==> src/source/chol_pkg.sv <==
`default_nettype none

package chol_pkg;

    typedef logic signed [31:0] fix_t;  // Q16.16
    typedef logic signed [63:0] acc_t;  // Sum of Q32.32 products
    typedef logic [7:0]         idx_t;  // Packed element or row index

    localparam int DEFAULT_N = 4;
    localparam int FRAC_BITS = 16;

    typedef enum logic [1:0] {
        OP_MAC,   // acc += lx * ly
        OP_SQRT,  // sqrt(a - acc), then clear acc
        OP_DIV    // (a - acc) / ly, then clear acc
    } op_t;

    typedef enum logic [2:0] {
        S_IDLE,
        S_LOAD,
        S_ISSUE,  // First operation of a run
        S_WAIT,
        S_NEXT,   // Follow-on operation after a done pulse
        S_DONE
    } seq_state_t;

    // Number of elements in a lower triangle of size n
    function automatic int tri_elems(input int n);
        return n * (n + 1) / 2;
    endfunction

    // Row-major packed position of (row, col), col <= row
    function automatic idx_t tri_index(input idx_t row, input idx_t col);
        int pos;
        pos = int'(row) * (int'(row) + 1) / 2 + int'(col);
        return idx_t'(pos);
    endfunction

endpackage

`default_nettype wire

==> src/source/chol_arith.sv <==
`timescale 1ns/1ns
`default_nettype none

module chol_arith (
    input  logic           clk,
    input  logic           rst,
    input  logic           op_start,
    input  chol_pkg::op_t  op,
    input  chol_pkg::fix_t a_elem,
    input  chol_pkg::fix_t lx_elem,
    input  chol_pkg::fix_t ly_elem,
    output logic           op_done,
    output chol_pkg::fix_t result
);
    import chol_pkg::*;

    acc_t acc;
    fix_t corrected;
    logic mac_done;
    logic sqrt_start;
    logic sqrt_done;
    fix_t root;
    logic div_start;
    logic div_done;
    fix_t quotient;

    // A minus the Q16.16 part of the accumulated products
    assign corrected = a_elem - $signed(acc[FRAC_BITS +: 32]);

    assign sqrt_start = op_start && (op == OP_SQRT);
    assign div_start  = op_start && (op == OP_DIV);

    // ------------------------------------------------------------
    // Accumulator
    // ------------------------------------------------------------
    always_ff @(posedge clk) begin
        if (rst) begin
            acc      <= '0;
            mac_done <= 1'b0;
        end else begin
            mac_done <= op_start && (op == OP_MAC);
            if (op_start) begin
                if (op == OP_MAC) begin
                    acc <= acc + acc_t'(lx_elem) * acc_t'(ly_elem);   // Full 64-bit product
                end else begin
                    acc <= '0;                 // Units already hold the corrected value
                end
            end
        end
    end

    fix_sqrt u_sqrt (
        .clk      (clk),
        .rst      (rst),
        .start    (sqrt_start),
        .radicand (corrected),
        .done     (sqrt_done),
        .root     (root)
    );

    // Divisor is L(j,j) from the store
    fix_div u_div (
        .clk      (clk),
        .rst      (rst),
        .start    (div_start),
        .dividend (corrected),
        .divisor  (ly_elem),
        .done     (div_done),
        .quotient (quotient)
    );

    assign op_done = mac_done || sqrt_done || div_done;
    assign result  = sqrt_done ? root : quotient;

    a_div_nonzero: assert property (
        @(posedge clk) disable iff (rst) div_start |-> (ly_elem != '0)
    );

endmodule

`default_nettype wire

==> src/source/chol_sequencer.sv <==
`timescale 1ns/1ns
`default_nettype none

module chol_sequencer #(
    parameter int N
) (
    input  logic           clk,
    input  logic           rst,
    input  logic           a_valid,
    input  logic           op_done,
    output logic           load,
    output logic           op_start,
    output chol_pkg::op_t  op,
    output chol_pkg::idx_t a_idx,
    output chol_pkg::idx_t lx_idx,
    output chol_pkg::idx_t ly_idx,
    output chol_pkg::idx_t wr_idx,
    output logic           wr_en,
    output logic           l_valid
);
    import chol_pkg::*;

    localparam idx_t LAST = idx_t'(N - 1);

    seq_state_t state;
    idx_t       col_j;     // Column being solved
    idx_t       row_i;     // Row in column, col_j and below
    idx_t       k;         // Product term, k == col_j is the final op
    logic       final_op;
    logic       last_op;
    logic       pending;   // Operation issued, done not yet seen

    assign final_op = (k == col_j);
    assign last_op  = final_op && (row_i == LAST) && (col_j == LAST);

    always_comb begin
        if (!final_op) begin
            op = OP_MAC;
        end else if (row_i == col_j) begin
            op = OP_SQRT;
        end else begin
            op = OP_DIV;
        end
    end

    // ------------------------------------------------------------
    // Element addressing
    // ------------------------------------------------------------
    assign a_idx  = tri_index(row_i, col_j);
    assign wr_idx = a_idx;                     // L(i,j) replaces A(i,j) position
    assign lx_idx = tri_index(row_i, k);       // L(i,k)
    assign ly_idx = tri_index(col_j, k);       // L(j,k), or L(j,j) on the final op

    assign load     = (state == S_IDLE) && a_valid;
    assign op_start = (state == S_ISSUE) || (state == S_NEXT);
    assign wr_en    = (state == S_WAIT) && op_done && final_op;
    assign l_valid  = (state == S_DONE);

    // ------------------------------------------------------------
    // Column, row and term stepping
    // ------------------------------------------------------------
    always_ff @(posedge clk) begin
        if (rst) begin
            state <= S_IDLE;
            col_j <= '0;
            row_i <= '0;
            k     <= '0;
        end else begin
            case (state)
                S_IDLE: begin
                    if (a_valid) begin
                        state <= S_LOAD;
                    end
                end
                S_LOAD: begin
                    col_j <= '0;
                    row_i <= '0;
                    k     <= '0;
                    state <= S_ISSUE;
                end
                S_ISSUE, S_NEXT: begin
                    state <= S_WAIT;
                end
                S_WAIT: begin
                    if (op_done) begin
                        if (last_op) begin
                            state <= S_DONE;
                        end else begin
                            state <= S_NEXT;
                            if (!final_op) begin
                                k <= k + idx_t'(1);
                            end else begin
                                k <= '0;
                                if (row_i != LAST) begin
                                    row_i <= row_i + idx_t'(1);
                                end else begin
                                    col_j <= col_j + idx_t'(1);   // Next column starts on diagonal
                                    row_i <= col_j + idx_t'(1);
                                end
                            end
                        end
                    end
                end
                S_DONE: begin
                    state <= S_IDLE;
                end
                default: begin
                    state <= S_IDLE;
                end
            endcase
        end
    end

    always_ff @(posedge clk) begin
        if (rst) begin
            pending <= 1'b0;
        end else if (op_start) begin
            pending <= 1'b1;
        end else if (op_done) begin
            pending <= 1'b0;
        end
    end

    // A done pulse belongs to the one operation in flight
    a_single_op: assert property (
        @(posedge clk) disable iff (rst) op_done |-> pending
    );

endmodule

`default_nettype wire

==> src/source/cholesky_top.sv <==
`timescale 1ns/1ns
`default_nettype none

module cholesky_top #(
    parameter int N = chol_pkg::DEFAULT_N
) (
    input  logic                                          clk,
    input  logic                                          rst,
    input  chol_pkg::fix_t [chol_pkg::tri_elems(N)-1:0]   a,
    input  logic                                          a_valid,
    output chol_pkg::fix_t [chol_pkg::tri_elems(N)-1:0]   l,
    output logic                                          l_valid
);
    import chol_pkg::*;

    logic load;
    logic op_start;
    logic op_done;
    logic wr_en;
    op_t  op;
    idx_t a_idx;
    idx_t lx_idx;
    idx_t ly_idx;
    idx_t wr_idx;
    fix_t a_elem;
    fix_t lx_elem;
    fix_t ly_elem;
    fix_t result;

    chol_sequencer #(
        .N (N)
    ) u_seq (
        .clk      (clk),
        .rst      (rst),
        .a_valid  (a_valid),
        .op_done  (op_done),
        .load     (load),
        .op_start (op_start),
        .op       (op),
        .a_idx    (a_idx),
        .lx_idx   (lx_idx),
        .ly_idx   (ly_idx),
        .wr_idx   (wr_idx),
        .wr_en    (wr_en),
        .l_valid  (l_valid)
    );

    tri_matrix_store #(
        .N (N)
    ) u_store (
        .clk     (clk),
        .rst     (rst),
        .load    (load),
        .a       (a),
        .a_idx   (a_idx),
        .lx_idx  (lx_idx),
        .ly_idx  (ly_idx),
        .wr_idx  (wr_idx),
        .wr_en   (wr_en),
        .result  (result),
        .a_elem  (a_elem),
        .lx_elem (lx_elem),
        .ly_elem (ly_elem),
        .l       (l)
    );

    chol_arith u_arith (
        .clk      (clk),
        .rst      (rst),
        .op_start (op_start),
        .op       (op),
        .a_elem   (a_elem),
        .lx_elem  (lx_elem),
        .ly_elem  (ly_elem),
        .op_done  (op_done),
        .result   (result)
    );

endmodule

`default_nettype wire

==> src/source/fix_div.sv <==
`timescale 1ns/1ns
`default_nettype none

module fix_div (
    input  logic           clk,
    input  logic           rst,
    input  logic           start,
    input  chol_pkg::fix_t dividend,
    input  chol_pkg::fix_t divisor,
    output logic           done,
    output chol_pkg::fix_t quotient
);
    import chol_pkg::*;

    localparam int NUM_W = 32 + FRAC_BITS;   // Dividend scaled by 2^16

    logic [NUM_W-1:0]          num;      // Dividend bits out, quotient bits in
    logic [31:0]               rem;
    logic [31:0]               dmag;
    logic [32:0]               rem_sh;
    logic [32:0]               rem_diff;
    logic [31:0]               dd_mag;
    logic [31:0]               dv_mag;
    logic                      neg;
    logic                      dzero;
    logic                      busy;
    logic                      fixup;    // Sign and saturation cycle
    logic [$clog2(NUM_W)-1:0]  cnt;

    assign dd_mag   = dividend[31] ? -dividend : dividend;
    assign dv_mag   = divisor[31] ? -divisor : divisor;
    assign rem_sh   = {rem, num[NUM_W-1]};
    assign rem_diff = rem_sh - {1'b0, dmag};

    always_ff @(posedge clk) begin
        if (rst) begin
            busy  <= 1'b0;
            fixup <= 1'b0;
            done  <= 1'b0;
            cnt   <= '0;
        end else begin
            done <= 1'b0;
            if (start) begin
                busy <= 1'b1;
                cnt  <= '0;
            end else if (busy) begin
                cnt <= cnt + 1'b1;
                if (cnt == ($clog2(NUM_W))'(NUM_W - 1)) begin
                    busy  <= 1'b0;
                    fixup <= 1'b1;
                end
            end else if (fixup) begin
                fixup <= 1'b0;
                done  <= 1'b1;
            end
        end
    end

    // ------------------------------------------------------------
    // Restoring division on magnitudes
    // ------------------------------------------------------------
    always_ff @(posedge clk) begin
        if (start) begin
            num   <= {dd_mag, {FRAC_BITS{1'b0}}};
            rem   <= '0;
            dmag  <= dv_mag;
            neg   <= dividend[31] ^ divisor[31];
            dzero <= (divisor == '0);
        end else if (busy) begin
            if (rem_sh >= {1'b0, dmag}) begin
                rem <= rem_diff[31:0];
                num <= {num[NUM_W-2:0], 1'b1};
            end else begin
                rem <= rem_sh[31:0];
                num <= {num[NUM_W-2:0], 1'b0};
            end
        end else if (fixup) begin
            if (dzero) begin
                quotient <= 32'h7fff_ffff;
            end else if (neg) begin
                quotient <= -num[31:0];              // Truncates toward zero
            end else begin
                quotient <= num[31:0];
            end
        end
    end

endmodule

`default_nettype wire

==> src/source/fix_sqrt.sv <==
`timescale 1ns/1ns
`default_nettype none

module fix_sqrt (
    input  logic           clk,
    input  logic           rst,
    input  logic           start,
    input  chol_pkg::fix_t radicand,
    output logic           done,
    output chol_pkg::fix_t root
);
    import chol_pkg::*;

    localparam int OP_W   = 32 + FRAC_BITS;   // Radicand scaled by 2^16
    localparam int ROOT_W = OP_W / 2;
    localparam int REM_W  = ROOT_W + 3;

    logic [OP_W-1:0]              op_q;
    logic [ROOT_W-1:0]            q;
    logic [REM_W-1:0]             rem;
    logic [REM_W-1:0]             rem_sh;
    logic [REM_W-1:0]             trial;
    logic [$clog2(ROOT_W)-1:0]    cnt;
    logic                         busy;

    // Bring down the next two operand bits, try 4q+1
    assign rem_sh = {rem[REM_W-3:0], op_q[OP_W-1 -: 2]};
    assign trial  = {1'b0, q, 2'b01};

    always_ff @(posedge clk) begin
        if (rst) begin
            busy <= 1'b0;
            done <= 1'b0;
            cnt  <= '0;
        end else begin
            done <= 1'b0;
            if (start) begin
                busy <= 1'b1;
                cnt  <= '0;
            end else if (busy) begin
                cnt <= cnt + 1'b1;
                if (cnt == ($clog2(ROOT_W))'(ROOT_W - 1)) begin
                    busy <= 1'b0;
                    done <= 1'b1;
                end
            end
        end
    end

    // ------------------------------------------------------------
    // One root bit per cycle
    // ------------------------------------------------------------
    always_ff @(posedge clk) begin
        if (start) begin
            op_q <= radicand[31] ? '0 : {radicand, {FRAC_BITS{1'b0}}};   // Negative gives 0
            rem  <= '0;
            q    <= '0;
        end else if (busy) begin
            op_q <= op_q << 2;
            if (rem_sh >= trial) begin
                rem <= rem_sh - trial;
                q   <= {q[ROOT_W-2:0], 1'b1};
            end else begin
                rem <= rem_sh;
                q   <= {q[ROOT_W-2:0], 1'b0};
            end
        end
    end

    assign root = {{(32 - ROOT_W){1'b0}}, q};

endmodule

`default_nettype wire

==> src/source/tri_matrix_store.sv <==
`timescale 1ns/1ns
`default_nettype none

module tri_matrix_store #(
    parameter int N
) (
    input  logic                                          clk,
    input  logic                                          rst,
    input  logic                                          load,
    input  chol_pkg::fix_t [chol_pkg::tri_elems(N)-1:0]   a,
    input  chol_pkg::idx_t                                a_idx,
    input  chol_pkg::idx_t                                lx_idx,
    input  chol_pkg::idx_t                                ly_idx,
    input  chol_pkg::idx_t                                wr_idx,
    input  logic                                          wr_en,
    input  chol_pkg::fix_t                                result,
    output chol_pkg::fix_t                                a_elem,
    output chol_pkg::fix_t                                lx_elem,
    output chol_pkg::fix_t                                ly_elem,
    output chol_pkg::fix_t [chol_pkg::tri_elems(N)-1:0]   l
);
    import chol_pkg::*;

    localparam int TRI = tri_elems(N);

    fix_t [TRI-1:0] a_q;   // Loaded A triangle
    fix_t [TRI-1:0] l_q;   // L triangle as it fills in

    always_ff @(posedge clk) begin
        if (load) begin
            a_q <= a;
        end
    end

    always_ff @(posedge clk) begin
        if (rst || load) begin
            l_q <= '0;                 // Fresh factor for every matrix
        end else if (wr_en) begin
            l_q[wr_idx] <= result;
        end
    end

    // Combinational read ports
    assign a_elem  = a_q[a_idx];
    assign lx_elem = l_q[lx_idx];
    assign ly_elem = l_q[ly_idx];

    assign l = l_q;

    a_wr_in_range: assert property (
        @(posedge clk) disable iff (rst) wr_en |-> (int'(wr_idx) < TRI)
    );

endmodule

`default_nettype wire

==> config.mk <==
export PLATFORM = sky130hd
export DESIGN_NAME = cholesky_top
export DESIGN_NICKNAME = d
export VERILOG_FILES = /design/src/source/chol_pkg.sv /design/src/source/chol_arith.sv /design/src/source/chol_sequencer.sv /design/src/source/cholesky_top.sv /design/src/source/fix_div.sv /design/src/source/fix_sqrt.sv /design/src/source/tri_matrix_store.sv
export SDC_FILE = /design/constraint.sdc
export NUM_CORES = 2
export LEC_CHECK = 0
export BUFFER_PORTS_ARGS = -buffer_cell sky130_fd_sc_hd__buf_4
export CAP_MARGIN = 20
export CORE_ASPECT_RATIO = 0.5
export CORE_MARGIN = 5
export CORE_UTILIZATION = 30
export DETAILED_ROUTE_END_ITERATION = 16
export PLACE_DENSITY = 0.51
export SYNTH_ARGS = -nofsm -noshare
export SYNTH_HDL_FRONTEND = slang
export SYNTH_SLANG_ARGS = --single-unit
==> constraint.sdc <==
create_clock -name clk -period 21.8 [get_ports clk]
set_clock_uncertainty 0.05 [all_clocks]
set_input_delay 4.36 -clock clk [delete_from_list [all_inputs] [get_ports clk]]
set_output_delay 4.36 -clock clk [all_outputs]
set_load 0.005 [all_outputs]
# Word-level counts from Yosys, hierarchy flattened
# Index checks and enable logic that the tools add are counted.
word_totals:
  ff_bits: 991
  inputBits: 323
  wordCells: 181
classes:
  add_sub_neg: 19
  mul: 3
  magnitude_cmp: 6
  n_eq_ne: 20
  n_mux: 53
  bitwise: 6
  n_reduce_logical: 30
op_table:
  columns: ["cell", "count"]
  rows:
  - ["binary-select mux 32 bit (select 4 bit)", 3]
  - ["bitwise mux 320 bit", 1]
  - ["two-way mux 32 bit", 8]
  - ["two-way mux 48 bit", 4]
  - ["demux 32 bit (select 4 bit)", 1]
  - ["negator 32 bit", 3]
  - ["two-way mux 8 bit", 11]
  - ["adder 64 bit", 1]
  - ["multiplier 32 x 32 -> 64 bit", 1]
  - ["two-way mux 64 bit", 1]
  - ["subtractor 32 bit", 2]
  - ["case mux 8 bit (2 select lines)", 3]
  - ["two-way mux 47 bit", 1]
  - ["greater-or-equal comparator 33 x 32 -> 1 bit", 1]
  - ["logical NOT 32 bit", 1]
  - ["two-way mux 31 bit", 1]
  - ["greater-or-equal comparator 27 x 26 -> 1 bit", 1]
  - ["two-way mux 25 bit", 1]
  - ["subtractor 25 bit", 1]
  - ["adder 8 x 1 -> 8 bit (second input constant)", 3]
  - ["adder 8 bit", 3]
  - ["< comparator 8 x 5 -> 1 bit (second input constant)", 3]
  - ["adder 8 x 1 -> 9 bit (second input constant)", 2]
  - ["multiplier 8 x 9 -> 9 bit", 2]
  - ["other kinds (34)", 78]

# Longest topological paths before layout
logic_depth:
  ltp_word: 11
  mapped_depth: 52

# Hierarchy
# Synthesis repeated with hierarchy kept, for this count alone.
unflattened:
  cells_unflattened: 8428
  hier_area_um2: 83916.7
modules_own_cells:
  columns: ["mod", "n_inst", "cells_each", "area_per_inst_um2"]
  rows:
  - ["chol_arith", 1, 3932, 34917.2]
  - ["tri_matrix_store", 1, 2386, 29605.9]
  - ["fix_div", 1, 987, 9365.2]
  - ["fix_sqrt", 1, 548, 5166.2]
  - ["chol_sequencer", 1, 575, 4862.2]

# Worst setup path after synthesis
# OpenSTA, ideal clock, no wires.
synth_timing:
  path_kind: "input-to-reg"
  from: "input port a_valid"
  to: "register u_store.l_q, in the netlist u_store.l[0]"
  setup_time_ns: 0.151
  arrival_time_ns: 13.144
  required_time_ns: 21.599
  path_slack_ns: 8.455
  stages: 6
  n_path_buf: 3
  cell_sequence: "and2_1 -> or2_2 -> clkbuf_1 -> clkbuf_1 -> clkbuf_1 -> a211oi_1"
synth_between:
  elab_chain_cells: 2
synth_lines:
  columns: ["item", "line_no", "text"]
  rows:
  - ["start, declared", "cholesky_top.sv:10", "input logic a_valid,"]
  - ["logical AND 1 bit", "chol_sequencer.sv:54", "assign load = (state == S_IDLE) && a_valid;"]
  - ["logical OR 1 bit", "tri_matrix_store.sv:36", "if (rst || load) begin"]
  - ["end signal, assigned by index", "tri_matrix_store.sv:39", "l_q[wr_idx] <= result;"]
  - ["end, declared", "tri_matrix_store.sv:27", "fix_t [TRI-1:0] l_q;"]
# Every way passes these cells.
# A chain may end at the register's enable or synchronous reset.

# Worst setup path in the final report
layout_timing:
  from: "register u_seq.row_i[0]"
  to: "register u_arith.acc[47]"
layout_between:
  elab_chain_cells: 10
  elab_cells_between_ends: 14
layout_lines:
  columns: ["item", "line_no", "text"]
  rows:
  - ["start, declared", "chol_sequencer.sv:27", "idx_t row_i;"]
  - ["start signal, assigned", "chol_sequencer.sv:95", "row_i <= row_i + idx_t'(1);"]
  - ["start signal, assigned", "chol_sequencer.sv:98", "row_i <= col_j + idx_t'(1);"]
  - ["adder 8 x 1 -> 9 bit", "chol_pkg.sv:35", "pos = int'(row) * (int'(row) + 1) / 2 + int'(col);"]
  - ["multiplier 8 x 9 -> 9 bit", "chol_pkg.sv:35", null]
  - ["AND 1 bit (no line)", null, null]
  - ["adder 8 x 1 -> 8 bit (no line)", null, null]
  - ["adder 8 bit", "chol_pkg.sv:35", null]
  - ["binary-select mux 32 bit (select 4 bit)", "tri_matrix_store.sv:45", "assign lx_elem = l_q[lx_idx];"]
  - ["two-way mux 32 bit (implied by the code)", "tri_matrix_store.sv:45", null]
  - ["multiplier 32 x 32 -> 64 bit", "chol_arith.sv:44", "acc <= acc + acc_t'(lx_elem) * acc_t'(ly_elem);"]
  - ["adder 64 bit", "chol_arith.sv:44", null]
  - ["two-way mux 64 bit *", "chol_arith.sv:43", "if (op == OP_MAC) begin"]
  - ["end signal, assigned", "chol_arith.sv:44", null]
  - ["end, declared", "chol_arith.sv:17", "acc_t acc;"]
# Every way passes the cells marked *; elsewhere a longest branch is shown, timed or not. The select of a mux whose other input is x is not followed.

==> impl_results.md <==
- First-pass GRT wire length: 437000 µm
- Top post-synthesis cells by area: fa_1, edfxtp_1, dfxtp_1
- Setup TNS Final: 0 ps
- WL final: 300000 µm
- Clk sinks: 959
- Status: finished clean
- H-tree Lvls: 3
- Placed cell areas: 88900 µm²
- Synth Register Bits: 959
- Die width: approximately 740 µm
- Die ar.: ~280000 µm²
- Share of layout cells above drive strength 1: 16.2%
- Grt ovf: 0
- Detailed Route Iter0 Violations: between 5000 and 6000
- Tmin final: 14110 ps
- Clock latency on the worst-skew pair: between 700 and 800 ps
- Crit-path slowest cell: dfxtp_1
- Hold Vio Cnt, Final: 0
- Number of global-route vias before repair: 61300
- Avg Inst Size Synth: 10.1 µm²
- P per Cell Area: 53.8 nW/µm²
- Global routing met2 resource utilization: 31.9%
- Bufs and invs on worst path: 13
- Post-CTS setup buffer count: 0
- Global-route met3 utilization: 6.01%
- Commonest cells in the netlist: inv_1, fa_1, nor2_1, nand2_1, dfxtp_1
- Port-buffer cells: 643
- Tightest Pin Transition: 1140 ps
- Die Y: 374 µm
- CTS tree: yes
- Syn_nets: around 9500
- Hpwl dp: 229000 µm
- Largest net degree at the start of global routing: 178
- Data arrival, critical path: around 15000 ps
- CP Capture Type: flip-flop
- Multi-input gate area: 50400 µm²
- Mapped cell area: approximately 79000 µm²
- Initial antenna violation count: 27
- # IOs: 644
- Area leader, netlist: fa_1
- Core Area: 263000 µm²
- Seq/Total Area, Yosys: 29.8%
- Pleak: approximately 39 nW
- Synth warn: 0
- Crit-path max cell delay: 710 ps
- Reg area: 23700 µm²
- Critical path depth in cells: 43
- R2r startpoint: u_seq.row_i[0]$_SDFFE_PP0P_
- Async set-reset flop share out of synthesis: 0%
- Distinct cells, synth: 97
- CTS Buf Count: 99
- Period utilization: 64.7%
- Post-CTS Resized: 0
- Most used cell, CP: fa_1
- Number of flops mapped to enable cells by yosys: 450
- Via density: 5.09
- Clock-pin slew on the worst setup and hold paths: 90 ps
- Ys flop type: dfxtp_1
- Post-Route Utilization: 35.1%
- Final setup vio count: 0
- Crit path max-delay family: adder cells
- Reg2Reg Depth: 43
- Hold Path End: u_arith.acc[30]$_SDFFE_PP0P_
- Row count: 133
- Final layout net count: 9910
- Final Cell Area: 92300 µm²
- R2R Path End: u_arith.acc[47]$_SDFFE_PP0P_
- Most common cell in the netlist: inv_1
- Peak Freq: a little over 70 MHz
- Worst setup SP type: flip-flop
- Most Crowded Layer GR: met2
- Fillcell total: 26800
- Hold Path Cell Cnt: 2
- Routing usage on met1: 30.1%
- Req. time, crit path: 22400 ps
- Hold Startpoint: u_arith.acc[30]$_SDFFE_PP0P_
- Initial core utilization: 30.2%
- CTS Root Cell: clkbuf_16
- Total global-route track usage: 21.4%
- Crit-path max FO: 30
- Vias: 60900
- Worst relative slew slack: 21.6%
- Cells after Synth: 7881
- DR DRC count: 0
- Layout area overhead: 16.2%
- Top cell type's share of synthesized area: 23.4%
- Hold buffers post-CTS: 0
- Slew Viols, Final: 0
- Maximum vdd drop: 0.0000668 V
- Max Cap Viol: 0
- Routability cong.: between 0.9 and 1
- Routed WL per cell: 25.1 µm
- CP startpoint: u_seq.row_i[0]$_SDFFE_PP0P_
- R2R Setup Slk: 7690 ps
- 1st-pass router iterations: 8
- HP Class: reg2reg
- Kind of critical path: reg2reg
- Max Buffers Root-to-Sink: 3
- Post-DRT Antenna Nets: 0
- RSZ-0062 raised after global routing: false
-- layout make-up --
type	count	area share (%)
multi-input cells	5324	54.6
flip-flops and latches	959	25.7
repair buffers	814	6.71
well taps	3510	4.76
inverters	1138	4.63
clock buffers	129	2.95
clock inverters	59	0.612
diodes	21	0.0569
-- layout by cell type, fill, tap and decap left out, types with 59 or more instances in the layout --
cell type,count
clkbuf_16,101
mux4_2,192
a21oi_1,214
edfxtp_1,450
xor2_1,111
mux2i_1,319
a21o_1,75
ha_1,320
nor2_1,888
a211oi_1,248
dfxtp_1,506
fa_1,925
buf_4,808
o21ai_0,220
inv_1,1135
xnor2_1,182
nand2_1,797
nor3_1,59
-- logic make-up after synthesis --
family	Yosys count	share of synthesized area, %
XOR/XNOR	306	3.46
multiplexers	577	10.4
buffers and inverters	1598	7.67
flip-flops	959	29.8
AND/OR/NAND/NOR	2127	11.4
adder cells (fa/ha/maj)	1251	28.5
AO/OA/AOI/OAI	1063	8.81
-- sequential cells by signal (all words and copies together) (netlist names), 3 cells and up --
signal and flops:
u_arith.acc 48, u_arith.u_sqrt.cnt 5, u_arith.u_div.cnt 6, u_arith.u_div.num 48
u_arith.u_div.rem 32, u_seq.row_i 8, u_seq.col_j 8, u_arith.u_div.quotient 32
u_seq.state 3, u_store.a_q 320, u_arith.u_sqrt.op_q 32, u_arith.u_sqrt.rem 25
u_arith.u_sqrt.q 24, u_arith.u_div.dmag 32, u_store.l 320, u_seq.k 8
-- through the flow --
step,worst slack [ps],power [mW],instances,hold WS (ps)
2_1_floorplan,8450,2.92,7881,382
3_3_place_gp,7920,3.21,11700,395
3_5_place_dp,7790,3.22,11700,395
4_1_cts,7710,5.01,11900,401
5_1_grt,7000,5.22,11900,447
6_report,7690,4.97,12000,403
-- worst reg2reg max path: cells and delay by family (launching register included) --
family / cells / cell delay, ps
AND/OR/NAND/NOR: 3 / 940
XOR/XNOR: 12 / 2980
flip-flops: 1 / 710
buffers and inverters: 13 / 2690
adder cells (fa/ha/maj): 13 / 6120
AO/OA/AOI/OAI: 2 / 520
-- per-layer routing --
layer  up-vias  routed length [µm]
met4         4               10100
met2      2455              129000
li1      26900                   -
met5         -                  26
met1     31100              132000
met3       444               29000
-- power breakdown --
| group | internal, mW | total (mW) | switching [mW] |
|---|---|---|---|
| combinational | 0.444 | 1.09 | 0.646 |
| sequential | 2.02 | 2.10 | 0.0787 |
| clock | 0.944 | 1.78 | 0.834 |
| total | 3.41 | 4.97 | 1.56 |
-- worst max path at each step --
stage          slack (ps)                            to
4_1_cts              7710  u_arith.acc[40]$_SDFFE_PP0P_
3_3_place_gp         7920  u_arith.acc[41]$_SDFFE_PP0P_
2_1_floorplan        8450     u_store.l[0]$_SDFFE_PP0P_
5_1_grt              7000  u_arith.acc[46]$_SDFFE_PP0P_
3_5_place_dp         7790  u_arith.acc[47]$_SDFFE_PP0P_
6_report             7690  u_arith.acc[47]$_SDFFE_PP0P_
(Power assumes the default switching activity.)
